===== config.mk =====
export PLATFORM = sky130hd
export DESIGN_NAME = rename_top
export DESIGN_NICKNAME = d
export VERILOG_FILES = /design/src/logic/rename_pkg.sv /design/src/logic/rename_top.sv /design/src/logic/rename_output_stage.sv /design/src/logic/free_list.sv /design/src/logic/map_table.sv /design/src/logic/inst_decode.sv
export VERILOG_INCLUDE_DIRS = /design/src /design/src/logic
export SDC_FILE = /design/constraint.sdc
export NUM_CORES = 1
export LEC_CHECK = 0
export BUFFER_PORTS_ARGS = -buffer_cell sky130_fd_sc_hd__buf_2
export CORE_UTILIZATION = 25
export CTS_BUF_LIST = sky130_fd_sc_hd__clkbuf_4
export DETAILED_ROUTE_END_ITERATION = 6
export GPL_TIMING_DRIVEN = 0
export PLACE_DENSITY = 0.49
export REMOVE_ABC_BUFFERS = 1
export SYNTH_ARGS = -nofsm -noshare
export SYNTH_HDL_FRONTEND = slang
export SYNTH_HIERARCHICAL = 1
export SYNTH_SLANG_ARGS = --single-unit

===== constraint.sdc =====
create_clock -name clock -period 4.94 [get_ports clock]
set_input_delay 0.988 -clock clock [delete_from_list [all_inputs] [get_ports clock]]
set_output_delay 0.988 -clock clock [all_outputs]
set_load 0.05 [all_outputs]

===== src/logic/rename_config.svh =====
`ifndef RENAME_CONFIG_SVH
`define RENAME_CONFIG_SVH

// register file sizes for the rename block

// architectural registers seen by software, x0 included
`define RENAME_NUM_ARCH_REG 32

// physical registers behind the map table
`define RENAME_NUM_PHYS_REG 64

// free list capacity
// every physical register not mapped after reset starts out free
`define RENAME_FL_SIZE (`RENAME_NUM_PHYS_REG - `RENAME_NUM_ARCH_REG)

`endif

===== src/logic/rename_pkg.sv =====
`default_nettype none

`include "rename_config.svh"

package rename_pkg;

	// architectural register index, as found in the instruction fields
	typedef logic [$clog2(`RENAME_NUM_ARCH_REG)-1:0] arch_reg_t;

	// physical register index
	// phys 0 stays bound to x0 for good
	typedef logic [$clog2(`RENAME_NUM_PHYS_REG)-1:0] phys_reg_t;

	// free list pointer
	// low bits index the circular array
	// top bit is the wrap flag, flipped each time the pointer wraps around
	// equal pointers mean empty
	// same index with different wrap bits means full
	typedef logic [$clog2(`RENAME_FL_SIZE):0] fl_ptr_t;

endpackage

`default_nettype wire


===== src/logic/rename_top.sv =====
`default_nettype none
`timescale 1ns/1ns

module rename_top (
	input logic clock,
	input logic reset,
	input logic in_valid,
	input logic [31:0] in_instr,
	output logic in_ready,
	output logic out_valid,
	output logic out_write,
	output rename_pkg::phys_reg_t out_pdest,
	output rename_pkg::phys_reg_t out_psrc1,
	output rename_pkg::phys_reg_t out_psrc2,
	output rename_pkg::phys_reg_t out_told,
	input logic out_ready,
	input logic retire_valid,
	input rename_pkg::phys_reg_t retire_reg,
	input logic checkpoint_save,
	input logic checkpoint_restore
);

	// decoded fields of the instruction on the input stream
	rename_pkg::arch_reg_t rd;
	rename_pkg::arch_reg_t rs1;
	rename_pkg::arch_reg_t rs2;
	logic write;

	// map lookups and free list head
	rename_pkg::phys_reg_t psrc1;
	rename_pkg::phys_reg_t psrc2;
	rename_pkg::phys_reg_t told;
	rename_pkg::phys_reg_t free_reg;
	logic empty;
	logic alloc;

	inst_decode u_decode (
		.instr(in_instr),
		.rd(rd),
		.rs1(rs1),
		.rs2(rs2),
		.write(write)
	);

	map_table u_map (
		.clock(clock),
		.reset(reset),
		.rs1(rs1),
		.rs2(rs2),
		.rd(rd),
		.alloc(alloc),
		.new_reg(free_reg),
		.save(checkpoint_save),
		.restore(checkpoint_restore),
		.psrc1(psrc1),
		.psrc2(psrc2),
		.told(told)
	);

	// retired told registers go straight back to the tail
	free_list u_free (
		.clock(clock),
		.reset(reset),
		.pop(alloc),
		.push(retire_valid),
		.push_reg(retire_reg),
		.save(checkpoint_save),
		.restore(checkpoint_restore),
		.free_reg(free_reg),
		.empty(empty)
	);

	rename_output_stage u_out (
		.clock(clock),
		.reset(reset),
		.in_valid(in_valid),
		.in_ready(in_ready),
		.write(write),
		.empty(empty),
		.restore(checkpoint_restore),
		.pdest(free_reg),
		.psrc1(psrc1),
		.psrc2(psrc2),
		.told(told),
		.alloc(alloc),
		.out_valid(out_valid),
		.out_write(out_write),
		.out_pdest(out_pdest),
		.out_psrc1(out_psrc1),
		.out_psrc2(out_psrc2),
		.out_told(out_told),
		.out_ready(out_ready)
	);

endmodule

`default_nettype wire


===== src/logic/rename_output_stage.sv =====
`default_nettype none
`timescale 1ns/1ns

module rename_output_stage (
	input logic clock,
	input logic reset,
	input logic in_valid,
	output logic in_ready,
	input logic write,
	input logic empty,
	input logic restore,
	input rename_pkg::phys_reg_t pdest,
	input rename_pkg::phys_reg_t psrc1,
	input rename_pkg::phys_reg_t psrc2,
	input rename_pkg::phys_reg_t told,
	output logic alloc,
	output logic out_valid,
	output logic out_write,
	output rename_pkg::phys_reg_t out_pdest,
	output rename_pkg::phys_reg_t out_psrc1,
	output rename_pkg::phys_reg_t out_psrc2,
	output rename_pkg::phys_reg_t out_told,
	input logic out_ready
);

	logic slot_free;
	logic accept;

	// output register is empty or its item leaves at this edge
	assign slot_free = !out_valid || out_ready;

	// a writing instruction waits while no physical register is free
	// nothing is taken during a restore, the map is being rolled back
	assign in_ready = slot_free && !restore && (!write || !empty);

	assign accept = in_valid && in_ready;

	// free list pop and map write happen together on this
	assign alloc = accept && write;

	always_ff @(posedge clock) begin
		if (reset) begin
			out_valid <= 1'b0;
		end else if (restore) begin
			// item in flight belongs to the squashed path
			out_valid <= 1'b0;
		end else if (accept) begin
			out_valid <= 1'b1;
		end else if (out_ready) begin
			out_valid <= 1'b0;
		end
	end

	// renamed operation, loaded only on acceptance so it holds while stalled
	always_ff @(posedge clock) begin
		if (accept) begin
			out_write <= write;
			out_psrc1 <= psrc1;
			out_psrc2 <= psrc2;
			// no destination fields for stores, branches and rd=x0
			out_pdest <= write ? pdest : '0;
			out_told <= write ? told : '0;
		end
	end

endmodule

`default_nettype wire


===== src/logic/free_list.sv =====
`default_nettype none
`timescale 1ns/1ns

`include "rename_config.svh"

module free_list (
	input logic clock,
	input logic reset,
	input logic pop,
	input logic push,
	input rename_pkg::phys_reg_t push_reg,
	input logic save,
	input logic restore,
	output rename_pkg::phys_reg_t free_reg,
	output logic empty
);

	localparam int IDX_W = $clog2(`RENAME_FL_SIZE);

	// circular storage of free physical registers
	rename_pkg::phys_reg_t entries [`RENAME_FL_SIZE];

	// head is the next register to hand out, tail the next slot to fill
	rename_pkg::fl_ptr_t head;
	rename_pkg::fl_ptr_t tail;
	// head as captured by the branch checkpoint
	rename_pkg::fl_ptr_t saved_head;
	rename_pkg::fl_ptr_t head_next;

	logic [IDX_W-1:0] head_idx;
	logic [IDX_W-1:0] tail_idx;

	assign head_idx = head[IDX_W-1:0];
	assign tail_idx = tail[IDX_W-1:0];

	// both wrap bits and indices equal
	assign empty = (head == tail);

	// oldest free register, valid whenever not empty
	assign free_reg = entries[head_idx];

	// pop is only issued while not empty, acceptance logic sees to it
	assign head_next = pop ? rename_pkg::fl_ptr_t'(head + 1'b1) : head;

	// head pointer and checkpoint
	always_ff @(posedge clock) begin
		if (reset) begin
			head <= '0;
			saved_head <= '0;
		end else if (restore) begin
			// popped entries are still in the array, so moving head back
			// hands the same registers out again
			head <= saved_head;
		end else begin
			head <= head_next;
			// same-cycle pop counts as part of the checkpointed state
			if (save) begin
				saved_head <= head_next;
			end
		end
	end

	// tail side, untouched by restore
	// retired registers are committed state and must survive a squash
	always_ff @(posedge clock) begin
		if (reset) begin
			// phys 32..63 in order, list full with a count of FL_SIZE
			for (int i = 0; i < `RENAME_FL_SIZE; i++) begin
				entries[i] <= rename_pkg::phys_reg_t'(`RENAME_NUM_ARCH_REG + i);
			end
			tail <= rename_pkg::fl_ptr_t'(`RENAME_FL_SIZE);
		end else if (push) begin
			entries[tail_idx] <= push_reg;
			tail <= rename_pkg::fl_ptr_t'(tail + 1'b1);
		end
	end

endmodule

`default_nettype wire


===== src/logic/map_table.sv =====
`default_nettype none
`timescale 1ns/1ns

`include "rename_config.svh"

module map_table (
	input logic clock,
	input logic reset,
	input rename_pkg::arch_reg_t rs1,
	input rename_pkg::arch_reg_t rs2,
	input rename_pkg::arch_reg_t rd,
	input logic alloc,
	input rename_pkg::phys_reg_t new_reg,
	input logic save,
	input logic restore,
	output rename_pkg::phys_reg_t psrc1,
	output rename_pkg::phys_reg_t psrc2,
	output rename_pkg::phys_reg_t told
);

	// live mapping, one physical register per architectural one
	rename_pkg::phys_reg_t map [`RENAME_NUM_ARCH_REG];
	// branch checkpoint copy of the mapping
	rename_pkg::phys_reg_t ckpt [`RENAME_NUM_ARCH_REG];
	// mapping as it stands after this edge, without restore
	rename_pkg::phys_reg_t next_map [`RENAME_NUM_ARCH_REG];

	// lookups see the mapping from before this edge
	// the rename written at this edge shows up for the next instruction
	assign psrc1 = map[rs1];
	assign psrc2 = map[rs2];
	// told is the mapping rd had before the new destination replaces it
	assign told = map[rd];

	always_comb begin
		next_map = map;
		// rd is never x0 here, decode already filtered that out
		if (alloc) begin
			next_map[rd] = new_reg;
		end
	end

	always_ff @(posedge clock) begin
		if (reset) begin
			// identity mapping, arch i lives in phys i
			for (int i = 0; i < `RENAME_NUM_ARCH_REG; i++) begin
				map[i] <= rename_pkg::phys_reg_t'(i);
				ckpt[i] <= rename_pkg::phys_reg_t'(i);
			end
		end else if (restore) begin
			// squash all speculative renames since the last save
			// a save in the same cycle is dropped
			map <= ckpt;
		end else begin
			map <= next_map;
			// the copy includes a rename done at the same edge
			if (save) begin
				ckpt <= next_map;
			end
		end
	end

endmodule

`default_nettype wire


===== src/logic/inst_decode.sv =====
`default_nettype none
`timescale 1ns/1ns

module inst_decode (
	input logic [31:0] instr,
	output rename_pkg::arch_reg_t rd,
	output rename_pkg::arch_reg_t rs1,
	output rename_pkg::arch_reg_t rs2,
	output logic write
);

	// major opcodes that never write rd
	localparam logic [6:0] OPC_STORE = 7'b0100011;
	localparam logic [6:0] OPC_BRANCH = 7'b1100011;

	logic [6:0] opcode;
	logic no_dest_opcode;

	assign opcode = instr[6:0];

	// register fields sit at fixed positions in every RISC-V format
	// formats without a given field just yield a don't-care index here
	assign rd = instr[11:7];
	assign rs1 = instr[19:15];
	assign rs2 = instr[24:20];

	// stores and branches carry immediate bits where rd would be
	assign no_dest_opcode = (opcode == OPC_STORE) || (opcode == OPC_BRANCH);

	// x0 is hardwired, so a write to it takes no physical register
	// this keeps map entry 0 at phys 0 forever
	always_comb begin
		if (no_dest_opcode) begin
			write = 1'b0;
		end else if (rd == '0) begin
			write = 1'b0;
		end else begin
			write = 1'b1;
		end
	end

endmodule

`default_nettype wire


* Word-level counts from Yosys, hierarchy flattened
Memory sizes are Yosys's and may differ from the RTL's. A register that Yosys moved wholly into a read port is not among the register bits. Cells that the tools add are included.
Word-level totals: bits in writable memories 192, memories kept 1, register bits after elaboration 428, logic and storage cells 133, input bits 45
Cells by class: magnitude comparators 4, reductions and logical operators 17, muxes and demuxes 29, add/sub/neg operators 2, bitwise operators 4, equality and inequality tests 3
Memories:
- u_free.entries | words 32, bits a word 6, read ports 1, clocked after memory_dff 1, wr ports 32, RTL line free_list.sv:21 | rename_pkg::phys_reg_t entries [`RENAME_FL_SIZE];
Operators with widths (number):
- $mux 192 | 2
- $bwmux 192 | 1
- $bmux 6 s5 | 3
- $mux 6 | 10
- $demux 6 s5 | 1
- $ge 6x6->1 const B | 3
- $not 5->6 | 3
- $add 6x1->6 const B | 2
- $mux 1 | 10
- $mux 5 | 2
- $eq 7x6->1 const B | 1
- $eq 7x7->1 const B | 1
- $eq 6x6->1 | 1
- $lt 6x1->1 const B | 1
- $reduce_or 6->1 | 1
- $logic_and 1x1->1 | 5
- $logic_not 5->1 | 1
- $logic_not 1->1 | 4
- $logic_or 1x1->1 | 3
- $reduce_and 2->1 | 1
- $reduce_bool 2->1 | 1
- $reduce_or 2->1 | 1
- $not 1->1 | 1

* Logic depth before layout (Yosys ltp)
word-level depth 11, mapped depth 15, gate-level depth less buffers 10

* By module
The synthesis kept the hierarchy.
Modules (own cells, without submodules):
- map_table | times used 1, cells each 2148, area each 20479.6 um^2
- free_list | times used 1, cells each 769, area each 9868.2 um^2
- rename_output_stage | times used 1, cells each 48, area each 953.4 um^2
- inst_decode | times used 1, cells each 19, area each 142.6 um^2

* Worst setup path after synthesis
No wires, ideal clock.
path type input port to output port, from input port in_instr[3], to output port in_ready, data arrival time 3.045 ns, buffers on the path 0, required time 3.952 ns, cell stages on the path 3, setup slack 0.907 ns, cell sequence or4b_1 o22a_1 a211oi_1
On the way: word-level cells in the longest chain between the ends 6, elaborated cells between the ends (all ways) 7
Ends and longest elaborated chain:
- start: declaration | RTL line rename_top.sv:8 | input logic [31:0] in_instr,
- $eq 7x6->1 / $eq 7x7->1 (equally long branches) | RTL line inst_decode.sv:28 | assign no_dest_opcode = (opcode == OPC_STORE) || (opcode == OPC_BRANCH);
- $logic_or 1x1->1 (*) | RTL line inst_decode.sv:28
- $mux 1 (*) | RTL line inst_decode.sv:33 | if (no_dest_opcode) begin
- named net write | RTL line rename_top.sv:27 | logic write;
- $logic_not 1->1 (*) | RTL line rename_output_stage.sv:34 | assign in_ready = slot_free && !restore && (!write || !empty);
- $logic_or 1x1->1 (*) | RTL line rename_output_stage.sv:34
- $logic_and 1x1->1 (*) | RTL line rename_output_stage.sv:34
- end: declaration | RTL line rename_top.sv:9 | output logic in_ready,
The timed path passes the listed nets; every way through them passes the cells marked *.

* Final worst setup path
from input port in_instr[7], to register u_map/map[164] in the netlist's numbering
On the way: word-level cells in the longest chain between the ends 10, elaborated cells between the ends (all ways) 17
Ends and longest elaborated chain:
- $logic_not 5->1 (*) | RTL line inst_decode.sv:35 | end else if (rd == '0) begin
- $mux 1 (*) | RTL line inst_decode.sv:35
- $mux 1 (*) | RTL line inst_decode.sv:33
- named net write | RTL line rename_top.sv:27
- $logic_not 1->1 | RTL line rename_output_stage.sv:34
- $logic_or 1x1->1 | RTL line rename_output_stage.sv:34
- $logic_and 1x1->1 | RTL line rename_output_stage.sv:34
- $logic_and 1x1->1 | RTL line rename_output_stage.sv:36 | assign accept = in_valid && in_ready;
- $logic_and 1x1->1 (*) | RTL line rename_output_stage.sv:39 | assign alloc = accept && write;
- named net alloc | RTL line rename_top.sv:35 | logic alloc;
- $mux 192 (*) | RTL line map_table.sv:38 | if (alloc) begin
- $mux 192 (*) | RTL line map_table.sv:50 | end else if (restore) begin
- end signal: indexed assignment | RTL line map_table.sv:47 | map[i] <= rename_pkg::phys_reg_t'(i);
- end signal: assignment | RTL line map_table.sv:53 | map <= ckpt;
- end signal: assignment | RTL line map_table.sv:55 | map <= next_map;
- end: declaration | RTL line map_table.sv:22 | rename_pkg::phys_reg_t map [`RENAME_NUM_ARCH_REG];
Marks and branches as above. A chain may end at the register's enable or synchronous reset.

==> impl_results.rst <==
.. list-table::
   :header-rows: 1

   * - Metric
     - Value
   * - Nature of the critical path startpoint
     - input pin
   * - Core area
     - around 0.12 sq mm
   * - Period minus WS final
     - 4.72 ns
   * - Post-Route Skew
     - 0.0748 ns
   * - Final Net Count
     - roughly 3000
   * - Area of the die
     - 0.127 sq mm
   * - Synthesized area per cell
     - approximately 11 sq um
   * - Total Routed Length
     - roughly 96000 um
   * - Instance count of the mapped netlist
     - 2984
   * - Clock insertion delay at the later pin of the skew report
     - 1.09 ns
   * - Flops & latches, synth
     - between 600 and 700
   * - Complex-gate fraction of the synthesized area
     - 9.40%
   * - Critical Path Sink Type
     - register
   * - Worst relative slew slack
     - 3.45%
   * - Area taken by flip-flops and latches
     - 0.0146 sq mm
   * - Number of max-capacitance violations reported
     - 0
   * - Top cell by count, worst path
     - sky130_fd_sc_hd__mux2i_1
   * - Number of buffers on the longest clock path
     - 3
   * - Final GP Congestion
     - 0.786
   * - Final worst path period share
     - 95.6%
   * - Top cell family by delay on the critical path
     - simple AND/OR/NAND/NOR gates
   * - Number of clock buffers inserted by TritonCTS
     - 165
   * - 1st-iter DRT viols
     - 1585
   * - Post-placement worst setup slack
     - -1.37 ns
   * - Post-synthesis to final-layout area growth
     - 13.7%
   * - Transition time at the pin with the least slew margin
     - about 1.4 ns
   * - GR Util All Layers
     - 15.0%
   * - Quantity of I/O buffers inserted on ports
     - 60
   * - Post-synth cell types
     - 64
   * - Post-synth EDFFs
     - about 220
   * - Number of vias in the routed layout
     - roughly 23000
   * - Post-synthesis adder-cell area fraction
     - less than 1%
   * - Arr. time, crit path
     - roughly 5.7 ns
   * - Via/cell ratio
     - 4.88
   * - Max Fanout on Critical Path
     - 74
   * - Critical path cell sequence
     - buf_6 -> buf_16 -> or4_1 -> o22a_2 -> nand2b_1 -> nor4_4 -> buf_8 -> nor4bb_1 -> nand2_1 -> mux2i_1 -> mux2i_1 -> or2_2
   * - Maximum number of pins on one net before global-route repair
     - about 160
   * - Ratio of cells with drive above 1 in the final layout
     - between 20 and 25%
   * - Simple-gate share of the synthesized area
     - 17.2%
   * - P per Cell Area
     - 336 mW/mm^2
   * - Final sum of negative setup slack
     - 0 ns
   * - Final setup viols
     - 0
   * - Multiplexer area fraction after synthesis
     - between 20 and 25%
   * - Most numerous cell in the Yosys netlist
     - sky130_fd_sc_hd__dfxtp_1
   * - Setup repair after global routing missed its margin
     - false
   * - Status
     - finished, final reports clean
   * - Maximum single-stage delay on the critical path
     - 0.99 ns
   * - Remaining global-route overflow
     - 0
   * - Via count of the first global-routing pass
     - 22024
   * - Number of placement rows
     - 129
   * - Final hold viol count
     - 0
   * - Post-synth top area share
     - 25.7%
   * - Primary FF master, synth
     - sky130_fd_sc_hd__dfxtp_1
   * - Drt wl/cell
     - 20.3 um
   * - Buffer type at the clock tree root
     - sky130_fd_sc_hd__clkbuf_4
   * - Post-route worst setup slack
     - roughly 0.22 ns
   * - Die X
     - 357 um
   * - Vertical extent of the die
     - 357 um
   * - Post-DP HPWL
     - between 60000 and 70000 um
   * - H-tree levels
     - 4
   * - Number of setup buffers added after CTS
     - 0
   * - Total of warnings raised by yosys
     - 6
   * - Clock edge transition at the registers on the reported setup and hold paths
     - approximately 0.060 ns
   * - Cell taking the most area after synthesis
     - sky130_fd_sc_hd__dfxtp_1
   * - Area taken by multi-input logic gates
     - between 0.015 and 0.02 sq mm
   * - Async set or reset register ratio after synthesis
     - 0%
   * - Top-Level Pins
     - about 70
   * - Peak ir drop on the vdd network
     - around 210 uV
   * - Post-cts resize count
     - 1
   * - Data required time of the critical path
     - 5.86 ns
   * - Sum of buffers and inverters on the critical path
     - 3
   * - Synth Area in XOR/XNOR
     - 0.418%
   * - Detailed Routing Iterations Pass 1
     - 5
   * - Count of hold buffers inserted by post-cts repair
     - 0
   * - Setup Crit Path Kind
     - in -> reg
   * - Fill cell instance count of the final layout
     - 12983
   * - Clock Sink Count
     - 620
   * - Number of slew-limit violations in the final report
     - 0
   * - Leading post-synthesis cells by cell area
     - sky130_fd_sc_hd__dfxtp_1, sky130_fd_sc_hd__edfxtp_1, sky130_fd_sc_hd__mux2i_1
   * - Main combinational cell family by area after synthesis
     - multiplexers
   * - Register area share after synthesis
     - roughly 46%
   * - Starting density of the core
     - 25.3%
   * - Highest clock frequency the design can meet
     - 0.212 GHz
   * - Antenna violations before repair
     - 11
   * - Global-route wire length before repair
     - 144000 um
   * - Leakage power summed over all cells
     - 0.0125 uW
   * - Antenna-violating nets left
     - 0
   * - Slowest library cell on the worst path
     - sky130_fd_sc_hd__nor4bb_1
   * - Worst hold path class
     - in -> reg
   * - CTS tree
     - yes
   * - Commonest cells in the netlist
     - sky130_fd_sc_hd__dfxtp_1, sky130_fd_sc_hd__nand2_1, sky130_fd_sc_hd__mux2i_1, sky130_fd_sc_hd__nor2_1, sky130_fd_sc_hd__edfxtp_1
   * - Count of unresolved DRC violations after routing
     - 0
   * - Synthesized area
     - 0.0314 sq mm
==> placed cells by master, fill, tap and decap left out, types with 33 or more instances in the layout <==
master	Yosys	final
sky130_fd_sc_hd__mux4_2	122	122
sky130_fd_sc_hd__or3_1	69	69
sky130_fd_sc_hd__edfxtp_1	217	217
sky130_fd_sc_hd__nor3_1	45	45
sky130_fd_sc_hd__mux2_2	78	78
sky130_fd_sc_hd__dfxtp_1	403	400
sky130_fd_sc_hd__nand2b_1	83	82
sky130_fd_sc_hd__nand3b_1	87	87
sky130_fd_sc_hd__o22ai_1	48	48
sky130_fd_sc_hd__clkbuf_4	0	243
sky130_fd_sc_hd__mux2i_1	332	332
sky130_fd_sc_hd__a22oi_1	42	36
sky130_fd_sc_hd__nand2_1	340	338
sky130_fd_sc_hd__or2_2	32	33
sky130_fd_sc_hd__nor2_1	304	303
sky130_fd_sc_hd__a211oi_1	128	128
sky130_fd_sc_hd__buf_2	39	53
sky130_fd_sc_hd__o21a_1	113	113
sky130_fd_sc_hd__and2_1	37	37
==> state kept, by name (all words and copies together) (netlist names), 6 cells and up <==
| signal | cells |
|---|---|
| u_map/map | 192 |
| u_out/out_pdest | 6 |
| u_map/ckpt | 192 |
| u_free/head | 6 |
| u_out/out_told | 6 |
| u_free/saved_head | 6 |
| u_out/out_psrc1 | 6 |
| u_free/tail | 6 |
| u_free/entries | 192 |
| u_out/out_psrc2 | 6 |
==> area by class of cell <==
class                      count  share of cell area (%)
timing repair buffer         102                    3.37
clock inverter                44                    1.11
multi-input combinational   2061                    43.7
tap                         1637                    5.73
sequential                   620                    40.8
clock buffer                 243                    5.10
antenna                        7                  0.0490
inverter                      15                   0.158
==> report_power, final <==
group	switching, uW	internal (uW)	leakage (uW)
sequential	145	5470	0.00512
clock	2240	2660	0.00130
combinational	929	574	0.00612
total	3320	8710	0.0125
==> kinds of logic (layout without fill, tap and decap cells) <==
family	count (synthesis)	count (layout)
xor gates and xnor gates	15	15
and+or+nand+nor	1105	1105
other	0	7
DFF	620	620
buffers and inverters	303	404
adders and majority gates	5	5
muxes	533	533
AOI/OAI and AO/OA	403	403
==> routing by layer <==
metal / up-vias / track usage, % / routed length, um
li1: 10888 / - / -
met1: 11342 / 20.9 / 44700
met2: 673 / 22.6 / 42800
met3: 155 / 3.06 / 5740
met4: 4 / 5.94 / 2690
met5: - / 0 / 33
==> per-stage QoR <==
step	hold WS [ns]	instance area (sq um)	util, %	cells	power [uW]
detailed placement	0.452	33400	26.9	4432	7230
global placement	0.445	32500	26.2	4393	7350
global route	0.150	35700	28.8	4729	12600
CTS	0.0722	35600	28.7	4719	12200
floorplan	0.435	30200	-	2696	6560
finish	0.237	35700	28.8	4729	12000
==> final timing paths <==
path | startpoint | endpoint | slack, ns | cells past startpoint
worst max-delay path | in_instr[7] | u_map/map[164] | 0.22 | 12
worst min-delay path | retire_reg[2] | u_free/entries[7][2] | 0.24 | 2
worst max register to register | u_free/head[0] | u_map/map[164] | 0.24 | 12
worst min register to register | u_map/ckpt[104] | u_map/ckpt[104] | 0.46 | 2
==> worst reg2reg max path: stages (launching register included) <==
cell	delay [ns]
sky130_fd_sc_hd__dfxtp_4	0.86
sky130_fd_sc_hd__buf_16	0.39
sky130_fd_sc_hd__xnor2_1	0.12
sky130_fd_sc_hd__nand4_1	0.10
sky130_fd_sc_hd__nor3_1	0.12
sky130_fd_sc_hd__nand2b_1	0.21
sky130_fd_sc_hd__nor4_4	0.20
sky130_fd_sc_hd__buf_8	0.22
sky130_fd_sc_hd__nor4bb_1	1.01
sky130_fd_sc_hd__nand2_1	0.64
sky130_fd_sc_hd__mux2i_1	0.37
sky130_fd_sc_hd__mux2i_1	0.09
sky130_fd_sc_hd__or2_2	0.27
No activity file was read; power rests on OpenSTA's default activity.
